## config.mk

```make
export PLATFORM = sky130hd
export DESIGN_NAME = alu_control
export DESIGN_NICKNAME = d
export VERILOG_FILES = /design/src/mips_pkg.sv /design/src/alu_control.sv
export VERILOG_INCLUDE_DIRS = /design/src
export SDC_FILE = /design/constraint.sdc
export NUM_CORES = 1
export LEC_CHECK = 0
export BUFFER_PORTS_ARGS = -buffer_cell sky130_fd_sc_hd__buf_4
export CORE_AREA = 10 10 47 49
export DETAILED_ROUTE_END_ITERATION = 10
export DIE_AREA = 0 0 57 59
export PLACE_DENSITY = 0.45
export REMOVE_ABC_BUFFERS = 1
export SLEW_MARGIN = 5
export SYNTH_ARGS = -nofsm -noshare
export SYNTH_HDL_FRONTEND = slang
export SYNTH_SLANG_ARGS = --single-unit
```

## constraint.sdc

```tcl
create_clock -name vclk -period 3.5
set_clock_uncertainty 0.05 [all_clocks]
set_input_delay 0.7 -clock vclk [all_inputs]
set_output_delay 0.7 -clock vclk [all_outputs]
set_load 0.05 [all_outputs]
```

## src/mips_defines.svh

```systemverilog
`ifndef MIPS_DEFINES_SVH
`define MIPS_DEFINES_SVH

// datapath width, one word
`define DATA_WIDTH 32

// instruction field positions
`define OPCODE_MSB 31
`define OPCODE_LSB 26
`define SHAMT_MSB  10 // shift amount, R-type only
`define SHAMT_LSB  6
`define FUNCT_MSB  5
`define FUNCT_LSB  0
`define IMM_MSB    15 // 16-bit immediate
`define IMM_LSB    0

// opcodes
`define OP_RTYPE 6'b000000
`define OP_J     6'b000010
`define OP_JAL   6'b000011
`define OP_BEQ   6'b000100
`define OP_BNE   6'b000101
`define OP_ADDI  6'b001000
`define OP_SLTI  6'b001010
`define OP_ANDI  6'b001100
`define OP_ORI   6'b001101
`define OP_SUBI  6'b001110 // not a real MIPS opcode, local extension
`define OP_LW    6'b100011
`define OP_SW    6'b101011

// R-type function codes
`define FN_SLL   6'b000000
`define FN_SRL   6'b000010
`define FN_JR    6'b001000
`define FN_MFHI  6'b010000
`define FN_MFLO  6'b010010
`define FN_MULT  6'b011000
`define FN_MUL   6'b011001 // sits where multu would be
`define FN_DIV   6'b011010
`define FN_ADD   6'b100000
`define FN_SUB   6'b100010
`define FN_AND   6'b100100
`define FN_OR    6'b100101
`define FN_NOR   6'b100111
`define FN_SLT   6'b101010

`endif

```

## src/mips_pkg.sv

```systemverilog
package mips_pkg;

	// alu operation class from the main decoder
	typedef enum logic [2:0] {
		add_op   = 3'b000, // addi, lw, sw
		rtype_op = 3'b001, // look at funct
		and_op   = 3'b010, // andi
		or_op    = 3'b011, // ori
		sub_op   = 3'b100, // subi, beq
		bne_op   = 3'b101,
		slt_op   = 3'b110, // slti
		nop_op   = 3'b111  // j, jal, unknown
	} alu_op_t;

	// alu control code, one per datapath function
	typedef enum logic [3:0] {
		ctrl_add    = 4'b0000,
		ctrl_sll    = 4'b0010,
		ctrl_srl    = 4'b0011,
		ctrl_sub    = 4'b0100,
		ctrl_slt    = 4'b0101,
		ctrl_sub_ne = 4'b0110, // bne, zero flag inverted
		ctrl_mflo   = 4'b0111,
		ctrl_and    = 4'b1000,
		ctrl_mul    = 4'b1001,
		ctrl_or     = 4'b1010,
		ctrl_div    = 4'b1011,
		ctrl_nor    = 4'b1100,
		ctrl_mult   = 4'b1101,
		ctrl_mfhi   = 4'b1110,
		ctrl_nop    = 4'b1111
	} alu_ctrl_t;

endpackage

```

## src/alu_control.sv

```systemverilog
`timescale 1ns/1ps
`include "mips_defines.svh"

module alu_control (
	input  logic [5:0]          funct,
	input  mips_pkg::alu_op_t   alu_op,
	output mips_pkg::alu_ctrl_t alu_ctrl
);

	import mips_pkg::*;

	// funct only matters for R-type
	always_comb
	begin
		case (alu_op)
			add_op: alu_ctrl = ctrl_add;    // addi, lw, sw
			sub_op: alu_ctrl = ctrl_sub;    // subi, beq
			bne_op: alu_ctrl = ctrl_sub_ne; // own class now
			slt_op: alu_ctrl = ctrl_slt;    // slti
			and_op: alu_ctrl = ctrl_and;
			or_op:  alu_ctrl = ctrl_or;
			nop_op: alu_ctrl = ctrl_nop;    // j, jal
			rtype_op:
			begin
				case (funct)
					`FN_ADD:  alu_ctrl = ctrl_add;
					`FN_SUB:  alu_ctrl = ctrl_sub;
					`FN_AND:  alu_ctrl = ctrl_and;
					`FN_OR:   alu_ctrl = ctrl_or;
					`FN_NOR:  alu_ctrl = ctrl_nor;
					`FN_SLT:  alu_ctrl = ctrl_slt;
					`FN_SLL:  alu_ctrl = ctrl_sll;
					`FN_SRL:  alu_ctrl = ctrl_srl;
					`FN_JR:   alu_ctrl = ctrl_nop; // jump, nothing to compute
					`FN_MULT: alu_ctrl = ctrl_mult;
					`FN_MUL:  alu_ctrl = ctrl_mul;
					`FN_DIV:  alu_ctrl = ctrl_div;
					`FN_MFHI: alu_ctrl = ctrl_mfhi;
					`FN_MFLO: alu_ctrl = ctrl_mflo;
					default:  alu_ctrl = ctrl_nop; // unknown funct
				endcase
			end
			default: alu_ctrl = ctrl_nop;
		endcase
	end

endmodule

```

# ---- Yosys cells after proc, flatten, opt, wreduce, memory -nomap -nowiden
# Memory sizes are Yosys's and may differ from the RTL's.
# Index checks and enable logic that the tools add are counted.
# W data, S select, Z words.
dict set report op_classes {
  muxes 1
  n_reduce_logical 1
  n_eq_ne 7
}
# operator n
set ops {}
lappend ops {{$pmux W4 S8} 1}
lappend ops {{$eq A3 B3 Y1 const B} 4}
lappend ops {{$eq A3 B2 Y1 const B} 2}
lappend ops {{$eq A3 B1 Y1 const B} 1}
lappend ops {{$logic_not A3 Y1} 1}
dict set report word_totals {
  word_cells 10
  out_inout_bits 4
  mem_bits_ro 256
  regBits 0
  memories 1
  inputBits 9
}
# memory words word_bits read_ports rd_ports_with_merged_regs write_ports line_no
set mem_list {}
lappend mem_list {{(no name shown)} 64 4 1 0 0 alu_control.sv:25} ;# case (funct)

# ---- Logic depth before layout (Yosys ltp)
dict set report depth {
  ltp_word 2
  ltp_mapped 5
  depth_no_buf 5
}

# ---- Least setup slack after synthesis
# OpenSTA, ideal clock, no wires.
dict set report synth_timing {
  kind {input port to output port}
  startpoint {in funct[0]}
  endpoint {out alu_ctrl[3]}
  n_path_buf 0
  stages 5
  required_time_ns 2.750
  slack_ns -0.095
  arrival_ns 2.845
  cell_sequence {inv_1 ha_1 and2b_1 nor4_1 o41ai_1}
}
dict set report synth_via {
  elab_chain_cells 2
}
# item line_no
set synth_rtl {}
lappend synth_rtl {{start: declaration} alu_control.sv:5} ;# input logic [5:0] funct,
lappend synth_rtl {{$mem_v2 Z64 W4} n/a}
lappend synth_rtl {{$pmux W4 S8} alu_control.sv:15} ;# case (alu_op)
lappend synth_rtl {{end: declaration} alu_control.sv:7} ;# output mips_pkg::alu_ctrl_t alu_ctrl
# No other way between the ends.

# ---- Worst setup path in the final report
# Same ends and word-level chain as after synthesis.

==> qor.yml <==
outcome:
  outcome: "complete, no violations"
clock_network:
  cts-resized-gates: 0
  post-cts-setup-buffer-count: 0
  cts-hold-fix-buffers: 0
placement:
  dp_hpwl_um: 664
  port_buffers: 13
  dp_cells: 65
  place_ws_ns: 0.802
  place_area_um2: 378
  place.gp.congestion: 0.720
sta:
  rsz0062_at_grt: "false"
  max_freq_mhz: 371
  holdWs_ns: 1.72
  period_needed_ns: 2.69
  setup_violations: 0
  fin_crit_sh: 0.770
  setup_slack_ns: 0.805
  finalHoldViolCount: 0
  setup_tns_ns: 0
  worstMarginPinSlew_ns: 0.461
  drv_slew: 0
  max_slew_margin: 0.685
final_layout:
  nNetsFinal: 63
  design.seq.count: 0
  nClkBuffers: 0
  fin_util: 0.270
  multiInputGateArea_um2: 241
  final_area_um2: 378
  layout_common_cells: "buf_4 (13), inv_1 (5), nor3_1 (3), ha_1 (3)"
  layout_commonest_cell: "buf_4"
  ff_latch_area_um2: 0
  fillers: 163
  drive_above_1_share: 0.306
  diodes: 0
  area_growth_pct: 36.7
  final_cells: 65
drt:
  drt-initial-drc-count: 6
  wl_per_cell_um: 11.9
  routed_wl_um: 775
  route.detailed.drc: 0
  antenna_left: 0
  vias: 310
  viasPerCell: 4.77
  dr.pass1.iters: 4
yosys:
  syn_avg_cell_area_um2: 7.28
  seq_area_frac_synth: 0
  synth_cell_types: 24
  syn_area_um2: 277
  synth_warnings: 0
  synthCells: 38
pwr:
  power.share.clock: 0
  comb_power_share: 1.000
  p_per_area_nw_per_um2: 135
  cell_internal_pwr_mw: 0.0211
  power_mw: 0.0510
  max-vdd-ir-drop_mv: 0.0668
  pwr-share-seq: 0
  switching_share: 0.586
  p_sw_mw: 0.0299
  p_leak_nw: 0.179
die:
  pin_count: 13
  die_height_um: 59
  coreArea_um2: 1400
  die_width_um: 57
  initial_core_util: 0.197
  die_area_um2: 3360
  rows: 14
global_route:
  grt_pass1_wl_um: 1360
  grt_max_degree: 11
  antenna_found_initial: 0
  grt_pass1_vias: 310
  grt_overflow: 0
  grt.total_usage: 0.0439
worst_setup_path:
  required_ns: 2.75
  crit_arrival_ns: 1.94
  path_class: "in -> out"
  start_kind: "input pin"
  critPathCaptureType: "output pin"
  critical_path_peak_fanout: 5
flow_run:
  max_cap_viol_count: 0
worst_hold_path:
  worstHoldPathType: "in -> out"
-- synth_stat cells, types with 2 or more instances --
cell | number | area [um2]
a2111oi_0 | 2 | 17.5
ha_1 | 3 | 37.5
nand2b_4 | 2 | 27.5
nor2b_1 | 2 | 12.5
o21ai_0 | 2 | 10.0
a41o_1 | 2 | 20.0
nor3_1 | 3 | 15.0
o32ai_1 | 2 | 17.5
inv_1 | 5 | 18.8
-- layer usage --
metal,vias up,wire length (um),global-route usage,share of wire
li1,169,-,-,-
met1,136,381,0.0622,0.49
met2,5,389,0.0760,0.50
met3,0,4,0,0.0052
met4,0,0,0,0
met5,-,0,0,0
-- power groups by stage --
stage	Clock (mW)	Combinational [mW]	Sequential (mW)
final	0	0.0510	0
after global routing	0	0.0557	0
after CTS	0	0.0514	0
after detailed placement	0	0.0513	0
after global placement	0	0.0524	0
after floorplan	0	0.0290	0
-- cell families (layout without fill, tap and decap cells) --
family	Yosys count	after routing	synth area share
adder cells (fa/ha/maj)	3	3	0.136
AO/OA/AOI/OAI	11	11	0.317
AND/OR/NAND/NOR	17	17	0.421
buffers and inverters	7	18	0.127
-- critical path, cell delays in order --
cell,delay (ns)
buf_4,0.12
inv_1,0.09
ha_1,0.18
nand2_1,0.05
a2111oi_0,0.48
o41ai_1,0.11
buf_4,0.20
-- worst paths after layout --
check	startpoint	to	slack (ns)	cells past startpoint
max	funct[0]	alu_ctrl[3]	0.81	7
min	alu_op[2]	alu_ctrl[3]	1.72	3
-- layout make-up --
cell class | count | area share
Tap cell | 16 | 0.0530
Timing Repair Buffer | 13 | 0.258
Inverter | 5 | 0.0497
Multi-Input combinational cell | 31 | 0.639
(Power assumes the default switching activity.)
