[config.mk]
export PLATFORM = sky130hd
export DESIGN_NAME = main_control
export DESIGN_NICKNAME = d
export VERILOG_FILES = /design/src/mips_pkg.sv /design/src/main_control.sv
export VERILOG_INCLUDE_DIRS = /design/src
export SDC_FILE = /design/constraint.sdc
export NUM_CORES = 1
export LEC_CHECK = 0
export ABC_AREA = 1
export BUFFER_PORTS_ARGS = -buffer_cell sky130_fd_sc_hd__buf_4
export CAP_MARGIN = 30
export CORE_AREA = 3 3 40 42
export DETAILED_ROUTE_END_ITERATION = 10
export DIE_AREA = 0 0 43 45
export PLACE_DENSITY_LB_ADDON = 0.1
export SYNTH_ARGS = -nofsm -noshare
export SYNTH_HDL_FRONTEND = slang
export SYNTH_SLANG_ARGS = --single-unit
[constraint.sdc]
create_clock -name vclk -period 0.8
set_input_delay 0.12 -clock vclk [all_inputs]
set_output_delay 0.12 -clock vclk [all_outputs]
set_load 0.02 [all_outputs]
[src/mips_defines.svh]
`ifndef MIPS_DEFINES_SVH
`define MIPS_DEFINES_SVH

// datapath width, one word
`define DATA_WIDTH 32

// instruction field positions
`define OPCODE_MSB 31
`define OPCODE_LSB 26
`define SHAMT_MSB  10 // shift amount, R-type only
`define SHAMT_LSB  6
`define FUNCT_MSB  5
`define FUNCT_LSB  0
`define IMM_MSB    15 // 16-bit immediate
`define IMM_LSB    0

// opcodes
`define OP_RTYPE 6'b000000
`define OP_J     6'b000010
`define OP_JAL   6'b000011
`define OP_BEQ   6'b000100
`define OP_BNE   6'b000101
`define OP_ADDI  6'b001000
`define OP_SLTI  6'b001010
`define OP_ANDI  6'b001100
`define OP_ORI   6'b001101
`define OP_SUBI  6'b001110 // not a real MIPS opcode, local extension
`define OP_LW    6'b100011
`define OP_SW    6'b101011

// R-type function codes
`define FN_SLL   6'b000000
`define FN_SRL   6'b000010
`define FN_JR    6'b001000
`define FN_MFHI  6'b010000
`define FN_MFLO  6'b010010
`define FN_MULT  6'b011000
`define FN_MUL   6'b011001 // sits where multu would be
`define FN_DIV   6'b011010
`define FN_ADD   6'b100000
`define FN_SUB   6'b100010
`define FN_AND   6'b100100
`define FN_OR    6'b100101
`define FN_NOR   6'b100111
`define FN_SLT   6'b101010

`endif

[src/mips_pkg.sv]
package mips_pkg;

	// alu operation class from the main decoder
	typedef enum logic [2:0] {
		add_op   = 3'b000, // addi, lw, sw
		rtype_op = 3'b001, // look at funct
		and_op   = 3'b010, // andi
		or_op    = 3'b011, // ori
		sub_op   = 3'b100, // subi, beq
		bne_op   = 3'b101,
		slt_op   = 3'b110, // slti
		nop_op   = 3'b111  // j, jal, unknown
	} alu_op_t;

	// alu control code, one per datapath function
	typedef enum logic [3:0] {
		ctrl_add    = 4'b0000,
		ctrl_sll    = 4'b0010,
		ctrl_srl    = 4'b0011,
		ctrl_sub    = 4'b0100,
		ctrl_slt    = 4'b0101,
		ctrl_sub_ne = 4'b0110, // bne, zero flag inverted
		ctrl_mflo   = 4'b0111,
		ctrl_and    = 4'b1000,
		ctrl_mul    = 4'b1001,
		ctrl_or     = 4'b1010,
		ctrl_div    = 4'b1011,
		ctrl_nor    = 4'b1100,
		ctrl_mult   = 4'b1101,
		ctrl_mfhi   = 4'b1110,
		ctrl_nop    = 4'b1111
	} alu_ctrl_t;

endpackage

[src/main_control.sv]
`timescale 1ns/1ps
`include "mips_defines.svh"

module main_control (
	input  logic [5:0]        opcode,
	output mips_pkg::alu_op_t alu_op,
	output logic              alu_src_imm, // operand b from immediate
	output logic              imm_zero_ext // zero- instead of sign-extend
);

	import mips_pkg::*;

	always_comb
	begin
		// register-register, sign extension unless told otherwise
		alu_op       = nop_op;
		alu_src_imm  = 1'b0;
		imm_zero_ext = 1'b0;
		case (opcode)
			`OP_RTYPE:
			begin
				alu_op = rtype_op; // funct decides
			end
			`OP_ADDI, `OP_LW, `OP_SW:
			begin
				alu_op      = add_op;
				alu_src_imm = 1'b1; // address / sum with signed offset
			end
			`OP_SUBI:
			begin
				alu_op      = sub_op;
				alu_src_imm = 1'b1;
			end
			`OP_BEQ:
			begin
				alu_op = sub_op; // compare rs and rt
			end
			`OP_BNE:
			begin
				alu_op = bne_op;
			end
			`OP_SLTI:
			begin
				alu_op      = slt_op;
				alu_src_imm = 1'b1;
			end
			`OP_ANDI:
			begin
				alu_op       = and_op;
				alu_src_imm  = 1'b1;
				imm_zero_ext = 1'b1; // logical immediates zero-extend
			end
			`OP_ORI:
			begin
				alu_op       = or_op;
				alu_src_imm  = 1'b1;
				imm_zero_ext = 1'b1;
			end
			`OP_J, `OP_JAL: alu_op = nop_op; // target math lives elsewhere
			default:        alu_op = nop_op; // unknown opcode
		endcase
	end

endmodule

* Word-level counts from Yosys, hierarchy flattened
Cells that the tools add are included.
Word-level totals: register bits after elaboration 0, bits in latches 0, memory bits (writable) 0, ROM bits 0, output and inout port bits 5, word-level logic and storage cells 17, memories 0
Cells by class: add/sub/neg operators 0, $mul 0, div/mod/pow operators 0, magnitude comparators 0, eq/ne operators 9, shifts and indexed selects 0, muxes and demuxes 3, bitwise gates (word level) 0, reductions and logical operators 5
Operator list (number):
- 6-bit by 4-bit == test with 1-bit output (second input constant) | 5
- 3-bit one-hot mux with 7 select lines | 1
- 6-bit by 3-bit == test with 1-bit output (second input constant) | 2
- 6-bit == test (second input constant) | 2
- 7-bit OR reduction | 1
- 6-bit logical NOT | 1
- 2-bit OR reduction | 2
- 3-bit OR reduction | 1
- 1-bit two-way mux | 2

* Longest topological paths before layout
depth after elaboration 3, mapped depth 7, depth with buffers taken out 7

* Least setup slack after synthesis
No wires, ideal clock.
path kind input to output, from input opcode[3], to output alu_op[0], data arrival time 0.708 ns, required time 0.680 ns, setup slack -0.028 ns, stages 7, path buffers 0, cells stage by stage nand2_1 > inv_1 > nand3_1 > nand2_2 > nor2_2 > nand3_2 > nand2_1
On the way: longest elaborated chain between the ends 3
RTL lines:
- start: declaration | RTL line main_control.sv:5 | input logic [5:0] opcode,
- 6-bit by 4-bit == test with 1-bit output, or another cell as far along | RTL line main_control.sv:19 | case (opcode)
- 3-bit OR reduction or 2-bit OR reduction (tied branches)
- 3-bit one-hot mux with 7 select lines * | RTL line main_control.sv:19
- end: declaration | RTL line main_control.sv:6 | output mips_pkg::alu_op_t alu_op,
Mark *: on every way between the ends. The rest lies on a longest branch, timed or not.

* Final worst setup path
from input opcode[5], to output alu_op[2]
The elaborated chain is that of the path after synthesis.

==> results.json <==
{
  "critical_path.endpoint_type": "output port",
  "post_cts_buffers": 0,
  "avgSynthCellArea_um2": 4.669,
  "max_cap_viol_count": 0,
  "required_ns": 0.68,
  "fmax_mhz": 908.1,
  "hold_end": "alu_src_imm",
  "first_iter_violations": 2,
  "ys_seq_area_frac": 0,
  "synth_area_um2": 191.4,
  "hold_viol": 0,
  "path_cells": "buf_6 -> nor2_4 -> nand3_2 -> nand2_2 -> nor2_2 -> nand3_2 -> nand2_1 -> buf_6",
  "pin_count": 11,
  "finalWorstSetupSlack_ns": -0.3012,
  "seq_cells": 0,
  "detailed_place_hpwl_um": 461,
  "synth.distinct_cells": 10,
  "antenna_found_initial": 0,
  "drive_gt1_frac": 0.5893,
  "n_fill_cell": 162,
  "status": "finished with violations",
  "relSlewSlack": 0.8373,
  "track_usage": 0.05141,
  "first_global_vias": 226,
  "drtPass1Iterations": 3,
  "avgViaCountPerCell": 4.000,
  "die_x_um": 43,
  "critical_path_arrival_ns": 0.98,
  "clkPwrFrac": 0,
  "n_clock_buffer": 0,
  "hp-class": "in2out",
  "whs_path_depth": 5,
  "violations": "setup timing",
  "power.density_mw_per_mm2": 447.3,
  "p_comb_frac": 1.000,
  "crit_path_top_delay_cell": "nor2_4",
  "grt_max_degree": 9,
  "cp_top_family": "simple AND/OR/NAND/NOR gates",
  "seqCellArea_um2": 0,
  "gr-total-overflow": 0,
  "yosys_warnings": 0,
  "slowest_delay_ns": 0.22,
  "wl_per_cell_um": 8.056,
  "sequentialPowerShare": 0,
  "crit_path_max_fanout": 8,
  "fin_crit_sh": 1.377,
  "drtAntennaViolNets": 0,
  "coreArea_mm2": 0.001285,
  "grt_pass1_wl_um": 848,
  "p_int_mw": 0.08228,
  "fin_hold_ws_ns": 0.6810,
  "gp_congestion": 0.7460,
  "switchingPower_mw": 0.09234,
  "syn_nets": 47,
  "dieArea_mm2": 0.001935,
  "drc": 0,
  "routed_wl_um": 572,
  "area_growth_pct": 103.9,
  "initial_core_util": 0.1490,
  "dpl_worst_slack_ns": -0.3077,
  "fin_crit_ns": 1.101,
  "die_h_um": 45,
  "crit_buf_inv": 2,
  "fin_nets": 64,
  "slew_viol_final": 0,
  "setup_viol": 5,
  "hold_start": "opcode[2]",
  "fp-row-count": 13,
  "synthCells": 41,
  "vias": 284,
  "multiInputGateArea_um2": 191.4,
  "rsz0062_at_grt": "yes",
  "leakage_nw": 0.2230,
  "worst_pin_slew_ns": 0.2435,
  "numPortBuffers": 11,
  "swShare": 0.5288,
  "ir_drop_mv": 0.1275,
  "finish.utilization": 0.3038,
  "n_antenna_cell": 0,
  "worstSetupPathType": "in2out",
  "crit_path_start_kind": "primary input"
}
cell usage in the layout (no fill, tap or decap), drive strengths merged:
master   n
buf     15
inv     10
nand2   11
nand3   10
nand4    1
nor2     9
Yosys cell counts (all sizes together):
| master | count | share of area |
|---|---|---|
| nand2 | 11 | 0.24 |
| inv | 10 | 0.20 |
| nand3 | 10 | 0.29 |
| nor2 | 9 | 0.24 |
| nand4 | 1 | 0.033 |
through the flow:
step | power, mW | TNS (ns) | instances | instance area (um^2)
floorplan | 0.06946 | -0.09633 | 41 | 191.4
detailed placement | 0.1463 | -1.366 | 71 | 322.8
CTS | 0.1692 | -1.291 | 71 | 370.4
finish | 0.1746 | -1.310 | 71 | 390.4
global route | 0.1899 | -1.720 | 71 | 390.4
global placement | 0.1478 | -1.501 | 71 | 322.8
power groups by stage:
stage | combinational (mW) | sequential [mW] | clock [mW]
finish | 0.175 | 0 | 0
global route | 0.190 | 0 | 0
CTS | 0.169 | 0 | 0
detailed placement | 0.146 | 0 | 0
global placement | 0.148 | 0 | 0
floorplan | 0.0695 | 0 | 0
per-layer routing:
| layer | GRT usage | vias up | share of wire | wire, um |
|---|---|---|---|---|
| li1 | - | 156 | - | - |
| met1 | 0.07857 | 119 | 0.43 | 248 |
| met2 | 0.08683 | 9 | 0.50 | 288 |
| met3 | 0 | 0 | 0.063 | 36 |
| met4 | 0 | 0 | 0 | 0 |
| met5 | 0 | - | 0 | 0 |
layout make-up:
cell class	instances	area share
inverters	10	0.09615
multi-input cells	31	0.4904
repair buffers	15	0.3654
well taps	15	0.04808
how the worst max path moves through the flow:
stage | slack [ns] | endpoint | depth (start not counted) | start
after detailed placement | -0.31 | alu_op[0] | 8 | opcode[5]
after global routing | -0.39 | alu_op[0] | 8 | opcode[5]
after global placement | -0.34 | alu_op[2] | 8 | opcode[5]
after CTS | -0.29 | alu_op[0] | 8 | opcode[4]
final | -0.30 | alu_op[2] | 8 | opcode[5]
after floorplan | -0.03 | alu_op[0] | 7 | opcode[3]
kinds of logic after synthesis:
family                 after synthesis  share of synthesized area
buffers and inverters               10                     0.1961
AND/OR/NAND/NOR                     31                     0.8039
repair_timing:
| item | in CTS | in global routing |
|---|---|---|
| gates resized for setup | 12 | 6 |
| pin swaps | 3 | 1 |
| gates cloned | 0 | 0 |
| hold buffers | 0 | 0 |
| endpoints found under the setup margin | 5 | 5 |
(Power assumes the default switching activity.)
